--- config.mk ---
export PLATFORM = sky130hd
export DESIGN_NAME = puzzle_solver
export DESIGN_NICKNAME = d
export VERILOG_FILES = /design/src/design/puzzle_pkg.sv /design/src/design/blank_mover.sv /design/src/design/move_counter.sv /design/src/design/board_reg.sv /design/src/design/puzzle_ctrl.sv /design/src/design/puzzle_solver.sv
export SDC_FILE = /design/constraint.sdc
export NUM_CORES = 1
export LEC_CHECK = 0
export BUFFER_PORTS_ARGS = -buffer_cell sky130_fd_sc_hd__buf_2
export CAP_MARGIN = 20
export CORE_MARGIN = 5
export CORE_UTILIZATION = 40
export CTS_BUF_LIST = sky130_fd_sc_hd__clkbuf_4
export DETAILED_ROUTE_END_ITERATION = 8
export PLACE_DENSITY_LB_ADDON = 0.25
export SYNTH_ARGS = -nofsm -noshare
export SYNTH_HDL_FRONTEND = slang
export SYNTH_SLANG_ARGS = --single-unit
--- constraint.sdc ---
create_clock -name clk -period 7.95 [get_ports clk]
set_input_delay 0.3975 -clock clk [delete_from_list [all_inputs] [get_ports clk]]
set_output_delay 0.3975 -clock clk [all_outputs]
set_load 0.03 [all_outputs]
--- src/design/puzzle_pkg.sv ---
`default_nettype none

package puzzle_pkg;

	// 3x3 board, cells numbered row by row from the top left
	localparam int NUM_CELLS = 9;
	localparam int GRID_W = 3;

	typedef logic [3:0] tile_t;
	typedef logic [3:0] pos_t;

	// Tile value that marks the empty cell
	localparam tile_t BLANK_TILE = 4'd8;

	// Cell 0 sits in the low nibble
	// Goal board holds tile i in cell i
	typedef tile_t [NUM_CELLS-1:0] board_t;

	// One candidate digit, the direction the blank slides
	typedef enum logic [1:0] {
		DIR_UP    = 2'd0,
		DIR_DOWN  = 2'd1,
		DIR_RIGHT = 2'd2,
		DIR_LEFT  = 2'd3
	} dir_e;

	// Result of one blank move
	typedef struct packed {
		logic legal;
		pos_t target;
	} blank_step_t;

endpackage

`default_nettype wire

--- src/design/blank_mover.sv ---
`default_nettype none

module blank_mover (
	input  puzzle_pkg::pos_t        blank_pos,
	input  puzzle_pkg::dir_e        dir,
	output puzzle_pkg::blank_step_t step
);

	localparam puzzle_pkg::pos_t W = puzzle_pkg::pos_t'(puzzle_pkg::GRID_W);
	localparam puzzle_pkg::pos_t LAST = puzzle_pkg::pos_t'(puzzle_pkg::GRID_W - 1);

	puzzle_pkg::pos_t row;
	puzzle_pkg::pos_t col;

	assign row = blank_pos / W;
	assign col = blank_pos % W;

	always_comb begin
		step.legal = 1'b0;
		step.target = blank_pos;
		case (dir)
			puzzle_pkg::DIR_UP: begin
				step.legal = (row != 4'd0);
				step.target = blank_pos - W;
			end
			puzzle_pkg::DIR_DOWN: begin
				step.legal = (row != LAST);
				step.target = blank_pos + W;
			end
			puzzle_pkg::DIR_RIGHT: begin
				step.legal = (col != LAST);
				step.target = blank_pos + 4'd1;
			end
			puzzle_pkg::DIR_LEFT: begin
				step.legal = (col != 4'd0);
				step.target = blank_pos - 4'd1;
			end
			default: step.legal = 1'b0;
		endcase
		// Off the board, keep the target on the blank
		if (!step.legal)
			step.target = blank_pos;
	end

endmodule

`default_nettype wire

--- src/design/move_counter.sv ---
`default_nettype none

module move_counter #(
	parameter int MAX_DEPTH = 4
) (
	input  logic                   clk,
	input  logic                   rst_n,
	input  logic                   clear,
	input  logic                   next_step,
	input  logic                   next_cand,
	output puzzle_pkg::dir_e       dir,
	output logic                   steps_done,
	output logic                   exhausted,
	output logic [3:0]             cand_len,
	output logic [2*MAX_DEPTH-1:0] cand_moves
);

	logic [2*MAX_DEPTH-1:0] moves_q;
	logic [2*MAX_DEPTH-1:0] len_mask;
	logic [3:0]             len_q;
	logic [3:0]             step_q;
	logic [1:0]             digit_sel;
	logic                   wrap;

	// Ones over the digits in use, so the odometer wraps at the current length
	assign len_mask = ~({2*MAX_DEPTH{1'b1}} << (2*len_q));
	assign wrap = (moves_q == len_mask);

	assign steps_done = (step_q == len_q);
	assign exhausted = wrap && (len_q == 4'(MAX_DEPTH));

	always_comb begin
		digit_sel = 2'd0;
		for (int i = 0; i < MAX_DEPTH; i++) begin
			if (step_q == 4'(i))
				digit_sel = moves_q[2*i +: 2];
		end
	end

	assign dir = puzzle_pkg::dir_e'(digit_sel);

	always_ff @(posedge clk) begin
		if (!rst_n || clear) begin
			moves_q <= '0;
			len_q <= 4'd0;
			step_q <= 4'd0;
		end else if (next_cand) begin
			step_q <= 4'd0;
			if (wrap) begin
				len_q <= len_q + 4'd1;
				moves_q <= '0;
			end else begin
				moves_q <= moves_q + 1'b1;
			end
		end else if (next_step) begin
			step_q <= step_q + 4'd1;
		end
	end

	assign cand_len = len_q;
	assign cand_moves = moves_q;

endmodule

`default_nettype wire

--- src/design/board_reg.sv ---
`default_nettype none

module board_reg (
	input  logic                    clk,
	input  logic                    rst_n,
	input  puzzle_pkg::board_t      start_board,
	input  logic                    load_start,
	input  logic                    load_work,
	input  logic                    apply,
	input  puzzle_pkg::blank_step_t step,
	output puzzle_pkg::pos_t        blank_pos,
	output logic                    solved
);

	puzzle_pkg::board_t start_q;
	puzzle_pkg::board_t work_q;
	puzzle_pkg::pos_t   blank_q;
	puzzle_pkg::pos_t   blank_init;

	// Blank cell of the captured start board
	always_comb begin
		blank_init = '0;
		for (int i = 0; i < puzzle_pkg::NUM_CELLS; i++) begin
			if (start_q[i] == puzzle_pkg::BLANK_TILE)
				blank_init = puzzle_pkg::pos_t'(i);
		end
	end

	always_ff @(posedge clk) begin
		if (load_start)
			start_q <= start_board;
		if (load_work) begin
			work_q <= start_q;
		end else if (apply) begin
			// Tile at the target slides into the old blank cell
			work_q[blank_q] <= work_q[step.target];
			work_q[step.target] <= puzzle_pkg::BLANK_TILE;
		end
	end

	always_ff @(posedge clk) begin
		if (!rst_n)
			blank_q <= '0;
		else if (load_work)
			blank_q <= blank_init;
		else if (apply)
			blank_q <= step.target;
	end

	always_comb begin
		solved = 1'b1;
		for (int i = 0; i < puzzle_pkg::NUM_CELLS; i++) begin
			if (work_q[i] != puzzle_pkg::tile_t'(i))
				solved = 1'b0;
		end
	end

	assign blank_pos = blank_q;

endmodule

`default_nettype wire

--- src/design/puzzle_ctrl.sv ---
`default_nettype none

module puzzle_ctrl #(
	parameter int MAX_DEPTH = 4
) (
	input  logic                    clk,
	input  logic                    rst_n,
	input  logic                    start,
	input  puzzle_pkg::blank_step_t step,
	input  logic                    steps_done,
	input  logic                    exhausted,
	input  logic                    solved,
	output logic                    busy,
	output logic                    done,
	output logic                    found,
	output logic                    clear,
	output logic                    next_step,
	output logic                    next_cand,
	output logic                    load_start,
	output logic                    load_work,
	output logic                    apply,
	output logic                    latch_result
);

	typedef enum logic [2:0] {
		IDLE,
		LOAD,
		MOVE,
		CHECK,
		ADVANCE
	} state_e;

	state_e state_q;
	state_e state_d;
	logic   finish;

	// Candidate length travels in 4 bits
	if (MAX_DEPTH < 1 || MAX_DEPTH > 8) begin : g_depth_check
		$error("puzzle_ctrl: MAX_DEPTH must lie in 1..8");
	end

	always_comb begin
		state_d = state_q;
		clear = 1'b0;
		next_step = 1'b0;
		next_cand = 1'b0;
		load_start = 1'b0;
		load_work = 1'b0;
		apply = 1'b0;
		latch_result = 1'b0;
		finish = 1'b0;
		case (state_q)
			IDLE: begin
				if (start) begin
					load_start = 1'b1;
					clear = 1'b1;
					state_d = LOAD;
				end
			end
			LOAD: begin
				load_work = 1'b1;
				state_d = MOVE;
			end
			MOVE: begin
				// Replay ends at the last digit or at the first illegal move
				if (steps_done) begin
					state_d = CHECK;
				end else if (!step.legal) begin
					state_d = ADVANCE;
				end else begin
					apply = 1'b1;
					next_step = 1'b1;
				end
			end
			CHECK: begin
				if (solved) begin
					latch_result = 1'b1;
					finish = 1'b1;
					state_d = IDLE;
				end else begin
					state_d = ADVANCE;
				end
			end
			ADVANCE: begin
				if (exhausted) begin
					finish = 1'b1;
					state_d = IDLE;
				end else begin
					next_cand = 1'b1;
					state_d = LOAD;
				end
			end
			default: state_d = IDLE;
		endcase
	end

	always_ff @(posedge clk) begin
		if (!rst_n) begin
			state_q <= IDLE;
			done <= 1'b0;
			found <= 1'b0;
		end else begin
			state_q <= state_d;
			done <= finish;
			if (load_start)
				found <= 1'b0;
			else if (latch_result)
				found <= 1'b1;
		end
	end

	assign busy = (state_q != IDLE);

endmodule

`default_nettype wire

--- src/design/puzzle_solver.sv ---
`default_nettype none

module puzzle_solver #(
	parameter int MAX_DEPTH = 4
) (
	input  logic                   clk,
	input  logic                   rst_n,
	input  logic                   start,
	input  puzzle_pkg::board_t     start_board,
	output logic                   busy,
	output logic                   done,
	output logic                   found,
	output logic [3:0]             sol_len,
	output logic [2*MAX_DEPTH-1:0] sol_moves
);

	puzzle_pkg::blank_step_t step;
	puzzle_pkg::dir_e        dir;
	puzzle_pkg::pos_t        blank_pos;
	logic                    steps_done;
	logic                    exhausted;
	logic                    solved;
	logic                    clear;
	logic                    next_step;
	logic                    next_cand;
	logic                    load_start;
	logic                    load_work;
	logic                    apply;
	logic                    latch_result;
	logic [3:0]              cand_len;
	logic [2*MAX_DEPTH-1:0]  cand_moves;

	puzzle_ctrl #(
		.MAX_DEPTH(MAX_DEPTH)
	) ctrl_inst (
		.clk(clk),
		.rst_n(rst_n),
		.start(start),
		.step(step),
		.steps_done(steps_done),
		.exhausted(exhausted),
		.solved(solved),
		.busy(busy),
		.done(done),
		.found(found),
		.clear(clear),
		.next_step(next_step),
		.next_cand(next_cand),
		.load_start(load_start),
		.load_work(load_work),
		.apply(apply),
		.latch_result(latch_result)
	);

	move_counter #(
		.MAX_DEPTH(MAX_DEPTH)
	) counter_inst (
		.clk(clk),
		.rst_n(rst_n),
		.clear(clear),
		.next_step(next_step),
		.next_cand(next_cand),
		.dir(dir),
		.steps_done(steps_done),
		.exhausted(exhausted),
		.cand_len(cand_len),
		.cand_moves(cand_moves)
	);

	blank_mover mover_inst (
		.blank_pos(blank_pos),
		.dir(dir),
		.step(step)
	);

	board_reg board_inst (
		.clk(clk),
		.rst_n(rst_n),
		.start_board(start_board),
		.load_start(load_start),
		.load_work(load_work),
		.apply(apply),
		.step(step),
		.blank_pos(blank_pos),
		.solved(solved)
	);

	// Cleared with found on start, captured on a solve
	always_ff @(posedge clk) begin
		if (!rst_n || load_start) begin
			sol_len <= 4'd0;
			sol_moves <= '0;
		end else if (latch_result) begin
			sol_len <= cand_len;
			sol_moves <= cand_moves;
		end
	end

endmodule

`default_nettype wire

* Word level (Yosys, flattened, before mapping)
Cells that the tools add are included.
Operators by class: multiplexer cells 53, equality and inequality tests 33, bitwise gates (word level) 5, add/sub/neg operators 7, div/mod/pow operators 2, shifts and indexed selects 1, reduce and logical (&&, ||, !) cells 17, order comparisons 4
Operators with widths (count):
- $mux 36 | 2
- $bwmux 36 | 1
- $demux 4 s4 | 2
- $eq 4x4->1 const B | 8
- $mux 4 | 7
- $and 27x27->27 | 1
- $not 27->27 | 1
- $mux 3 | 8
- $mux 1 | 22
- $pmux 5 s4 | 1
- $bmux 4 s4 | 1
- $ne 4x2->1 const B | 4
- $ne 4x3->1 const B | 4
- $pmux 3 s5 | 1
- $add 4x1->4 const B | 3
- $mux 2 | 6
- $reduce_bool 4->1 | 3
- $lt 4x5->1 const B | 2
- $or 9x9->9 | 1
- $add 8x1->8 const B | 1
- $eq 4x2->1 const B | 2
- $eq 8x8->1 | 1
- $ge 4x1->1 const B | 2
- $mux 8 | 1
- 31 further kinds | 37
Storage, ports and cells: input bits 39, output and inout port bits 15, register bits after elaboration 109, word-level logic and storage cells 149

* Depth between registers and ports, before layout
word-level depth 16, depth in mapped cells 21, mapped depth without buffers 21

* Cells and area by module
A second synthesis with hierarchy kept.
Second synthesis, totals: cells, all modules 566, area, all modules 6346.1 um^2
Modules (own cells, without submodules):
- board_reg | cells each 289, area each 3794.9 um^2, instances 1, sequential area each 2242.2 um^2
- move_counter | cells each 129, area each 1157.4 um^2, instances 1, sequential area each 320.3 um^2
- blank_mover | cells each 75, area each 634.4 um^2, instances 1, sequential area each 0.0 um^2
- puzzle_solver | cells each 39, area each 427.9 um^2, instances 1, sequential area each 240.2 um^2
- puzzle_ctrl | cells each 34, area each 331.6 um^2, instances 1, sequential area each 100.1 um^2

* Least setup slack after synthesis
Ideal clock, no wire load.
path kind reg2reg, start point reg board_inst.blank_q[3], in the netlist board_inst.blank_pos[3], end point reg board_inst.work_q[0] (netlist bit) (enable), clock period less this slack 4.504 ns, path buffers 3, cell stages (with the launch flop) 20, required time 7.557 ns, setup slack 3.446 ns, library setup time 0.393 ns, arrival 4.111 ns, path through dfxtp_1 > nand2b_1 > buf_2 > inv_2 > ha_1 > inv_1 > ha_1 > clkbuf_2 > or2_2 > o21ai_0 > ha_1 > a211oi_1 > o21bai_2 > mux2i_1 > o32a_4 > o21ai_4 > nor4bb_1 > clkbuf_1 > nor2_1 > inv_1
On the way: cells in the longest elaborated chain, start to end 7, elaborated cells between the ends (all ways) 11, those cells by class 2 x div; 2 x eq/ne; 4 x mux; 3 x reduce/logical
Ends and longest elaborated chain:
- from (decl) | RTL line board_reg.sv:17 | puzzle_pkg::pos_t blank_q;
- from (signal assigned) | RTL line board_reg.sv:45 | blank_q <= blank_init;
- from (signal assigned) | RTL line board_reg.sv:47 | blank_q <= step.target;
- $mod 4x2->4 or $div 4x2->4 (tied branches) | RTL line blank_mover.sv:16, blank_mover.sv:15
- $ne 4x2->1, or another cell as far along | RTL line blank_mover.sv:31 | step.legal = (col != LAST);
- $pmux 5 s4 (*) | RTL line blank_mover.sv:21 | case (dir)
- $mux 1 (*) | RTL line puzzle_ctrl.sv:68 | end else if (!step.legal) begin
- $mux 1 (*) | RTL line puzzle_ctrl.sv:66 | if (steps_done) begin
- $mux 1 (*) | RTL line puzzle_ctrl.sv:52 | case (state_q)
- $reduce_bool 2->1 (no line) (*)
- to (signal assigned) | RTL line board_reg.sv:33 | work_q <= start_q;
- to (signal, indexed assignment) | RTL line board_reg.sv:36 | work_q[blank_q] <= work_q[step.target];
- to (signal, indexed assignment) | RTL line board_reg.sv:37 | work_q[step.target] <= puzzle_pkg::BLANK_TILE;
- to (decl) | RTL line board_reg.sv:16 | puzzle_pkg::board_t work_q;
Mark *: on every way between the ends. The rest lies on a longest branch, timed or not. A chain may end at the register's enable or synchronous reset.

* Worst setup path after layout
start point reg board_inst.blank_q[3], in the netlist board_inst.blank_pos[3], end point reg board_inst.work_q[33] (netlist bit) (data pin)
On the way: cells in the longest elaborated chain, start to end 12, elaborated cells between the ends (all ways) 29, those cells by class 4 x add/sub; 2 x div; 4 x order compare; 2 x eq/ne; 11 x mux; 2 x bitwise; 4 x reduce/logical
Ends and longest elaborated chain:
- $mod 4x2->4 or $div 4x2->4 (tied branches) | RTL line blank_mover.sv:16, blank_mover.sv:15
- $ne 4x2->1, or another cell as far along | RTL line blank_mover.sv:31
- $pmux 5 s4 | RTL line blank_mover.sv:21
- $mux 4 | RTL line blank_mover.sv:41 | if (!step.legal)
- $lt 4x5->1 (implied by the code) or $ge 4x1->1 (tied branches) | RTL line board_reg.sv:37
- $logic_and 1x1->1 (implied by the code) | RTL line board_reg.sv:37
- $mux 4 (implied by the code) | RTL line board_reg.sv:37
- $demux 4 s4
- $not 27->27 (no line)
- $and 27x27->27 (no line) (*)
- $mux 36 (*) | RTL line board_reg.sv:34 | end else if (apply) begin
- $mux 36 (*) | RTL line board_reg.sv:32 | if (load_work) begin
Mark *: on every way between the ends. The rest lies on a longest branch, timed or not. The select of a mux whose other input is x is not followed.

==> results.md <==
- Clock root cell: clkbuf_4
- Routability congestion estimate: ~0.9
- CP Class: reg2reg
- Final Non-Filler Cells: 885
- Most Crowded Layer GR: met2
- Met1 usage: approximately a quarter
- Vias/cell: ~5.8
- Layout fillers: between 1000 and 1500
- Die Y: between 100 and 150 um
- Post-Layout Inst Area: between 6000 and 7000 um^2
- Final period util: around two thirds
- CTS tree: yes
- Final hold violations: 0
- Setup Slack @ Placement: 2.61 ns
- Rows: 45
- Layout cells sized above 1: between 10% and 20%
- Worst slew margin: about a third
- Startpoint Class: flop
- Met2 usage: between 20 and 30%
- Net Sw Frac: approximately 38%
- Synth Instances: around 630
- Yosys reg bits: 109
- Most common cell after layout, fill and taps aside: nor2_1
- Clock group share of total power: approximately 17%
- Comb pwr share: between 30 and 40%
- RSZ-0062 raised after global routing: no
- CTS Buf Count: 9
- Most frequent cell on the critical path: ha_1
- Die ar.: about 18000 um^2
- Ys async rst share: 0%
- Clk sinks: between 100 and 150
- Crit path from: board_inst.blank_pos[3]
- Cell total after placement: 869
- P_int: between 0.9 and 1 mW
- Total track usage: between 10% and 20%
- Hold bufs inserted after CTS: 0
- PD cells: roughly 210 nW/um^2
- Top FF cell, synth: edfxtp_1
- Placed Area: between 6000 and 7000 um^2
- Largest net degree at the start of global routing: 40
- Area delta synth->final: 8.85%
- IO Port Bufs: between 50 and 60
- Register share of total power: approximately half
- Slew @ Worst Pin: around 0.99 ns
- Area of the multi-input gates: approximately 3100 um^2
- Vias in the first global route: around 5000
- Total of warnings raised by yosys: 0
- Hold path start: start_board[1]
- Worst vdd ir: around 0.12 mV
- Antenna diodes: 0
- Max incr delay on CP: roughly 0.7 ns
- Post-DP HPWL: about 12 mm
- Initial Utilization: 41.2%
- Fmax: ~180 MHz
- Clk_lat worst skew: approximately 0.5 ns
- Setup TNS Final: 0 ns
- Clock buffer depth: 2
- Worst EP required: around 8.3 ns
- I/O pins: between 50 and 60
- Routed Antenna Nets: 0
- Setup Fix Bufs, Post-CTS: 0
- Die width: roughly 140 um
- WP data arrival: 5.80 ns
- Initial antenna violation count: 0
- Reg area: around 2900 um^2
- CP top delay family: compound AO/OA/AOI/OAI gates
- Post-layout min period: 5.42 ns
- Htree depth: 3
- Post-Synthesis Cell Area: ~6300 um^2
- CP max stage cell: nor3_2
- Syn_nets: between 600 and 700
- Residual DRC: 0
- Crit end category: flop
- Final setup viols: 0
- NetSw: approximately 0.56 mW
- PostCTS Resize Cnt: 0
- Min-Delay Path Class: in2reg
- Vias: roughly 5000
- Leak: approximately 2.6 nW
- WP buf/inv: 2
- Final setup margin: 2.53 ns
- Met3 GRT Util: between 3 and 4%
- Status: finished, final reports clean
- Worst reg2reg startpoint: board_inst.blank_pos[3]
- Drt first pass iters: 5
- Core area: approximately 15000 um^2
- Final Skew: 0.0251 ns
- Clk pin slew, worst setup/hold paths: 0.17 ns
- Worst Hold Margin: roughly 0.054 ns
- CP max FO: 24
- Most frequent cells in the layout: nor2_1 (95), edfxtp_1 (72), buf_2 (53), nand2_1 (37), dfxtp_1 (37)
- Syn Area/Cell: between 10 and 15 um^2
- Sequential share of the synthesized area: between 40% and 50%
- Remaining Overflow, GRT: 0
- Max Cap Viol: 0
- Final net count: between 700 and 800
- Yosys cell types: just under 70
- Slew Limit Fails: 0
- Number of flops mapped to enable cells by yosys: 72
- DR iter-0 viols: approximately 480
- Global-route wire length before repair: between 20 and 30 mm
- Routed wire length: roughly 17 mm
- Routed wire length per instance: ~19 um
- Worst-path cell chain: nand2b_1 -> inv_2 -> ha_1 -> inv_1 -> ha_1 -> nand2_1 -> o21ai_0 -> ha_1 -> a211oi_1 -> o21bai_2 -> mux2_2 -> o32a_4 -> o21ai_4 -> mux2i_1 -> a31oi_1 -> nor3_2 -> a221o_1
==> power groups by stage <==
stage	clock network [mW]	logic [mW]	registers [mW]
floorplan	0	0.364	0.709
global placement	0	0.491	0.730
detailed placement	0	0.496	0.731
CTS	0.260	0.498	0.719
global route	0.280	0.547	0.726
finish	0.249	0.506	0.720
==> state kept, by name, summed over array words and instances (netlist names) <==
name                     count
board_inst.blank_pos         4
ctrl_inst.found              1
counter_inst.step_q          4
sol_moves                    8
counter_inst.cand_moves      8
board_inst.start_q          36
board_inst.work_q           36
ctrl_inst.state_q            3
ctrl_inst.done               1
sol_len                      4
counter_inst.cand_len        4
==> logic make-up after synthesis <==
kind of cell    after synthesis  synth area share (%)
mux                          34                  7.07
compound gates              157                  18.3
fa+ha+maj                    16                  3.29
buf+inv                      62                  4.05
flops                       109                  46.0
xor+xnor                     20                  2.78
simple gates                230                  18.4
==> layout make-up <==
class                           instances  area share (%)
Timing Repair Buffer                   59            4.52
Clock buffer                           10            1.09
Inverter                               33            1.81
Clock inverter                          6           0.547
Tap cell                              211            3.85
Multi-Input combinational cell        457            45.9
Sequential cell                       109            42.3
==> per-layer routing <==
layer,share of wire (%),vias to the layer above
met3,6.8,39
met5,0,-
met4,3.3,0
li1,-,2424
met2,44,187
met1,46,2476
==> Yosys cell counts (4+ instances only) <==
| cell | n | area share (%) |
|---|---|---|
| a211oi_1 | 6 | 0.71 |
| a22oi_1 | 6 | 0.71 |
| or2_2 | 4 | 0.40 |
| dfxtp_1 | 37 | 12 |
| o22ai_1 | 4 | 0.40 |
| a21o_1 | 21 | 2.5 |
| a221oi_1 | 9 | 1.3 |
| a22o_1 | 19 | 2.6 |
| mux2i_1 | 22 | 3.5 |
| nor3_1 | 15 | 1.2 |
| buf_2 | 5 | 0.40 |
| o21ai_0 | 21 | 1.7 |
| ha_1 | 15 | 3.0 |
| edfxtp_1 | 72 | 34 |
| a21oi_1 | 28 | 2.2 |
| nor4b_1 | 9 | 1.3 |
| nor4_1 | 8 | 0.79 |
| nand2_1 | 37 | 2.2 |
| mux2_2 | 4 | 0.71 |
| nand2b_1 | 6 | 0.60 |
| clkbuf_1 | 20 | 1.2 |
| nand3_1 | 8 | 0.64 |
| o31ai_1 | 4 | 0.48 |
| inv_1 | 32 | 1.9 |
| mux4_2 | 8 | 2.9 |
| nand4_1 | 6 | 0.60 |
| and2_1 | 6 | 0.60 |
| a31oi_1 | 5 | 0.50 |
| nor2b_1 | 8 | 0.79 |
| nor2_1 | 95 | 5.7 |
| xnor2_1 | 11 | 1.5 |
| xor2_1 | 9 | 1.3 |
| and3_1 | 8 | 0.79 |
==> stage by stage <==
stage / power [mW] / util, %
5_1_grt: 1.55 / 44.8
6_report: 1.47 / 44.8
3_3_place_gp: 1.22 / 44.1
2_1_floorplan: 1.07 / -
4_1_cts: 1.48 / 44.8
3_5_place_dp: 1.23 / 44.1
==> worst paths after layout <==
path / cells after the start / endpoint / slack, ns
setup / recovery: 17 / board_inst.work_q[33] / 2.53
hold / removal: 1 / board_inst.start_q[1] / 0.05
setup reg to reg: 17 / board_inst.work_q[33] / 2.53
hold reg to reg: 2 / sol_moves[5] / 0.51
Power figures use the tool's default switching activity.
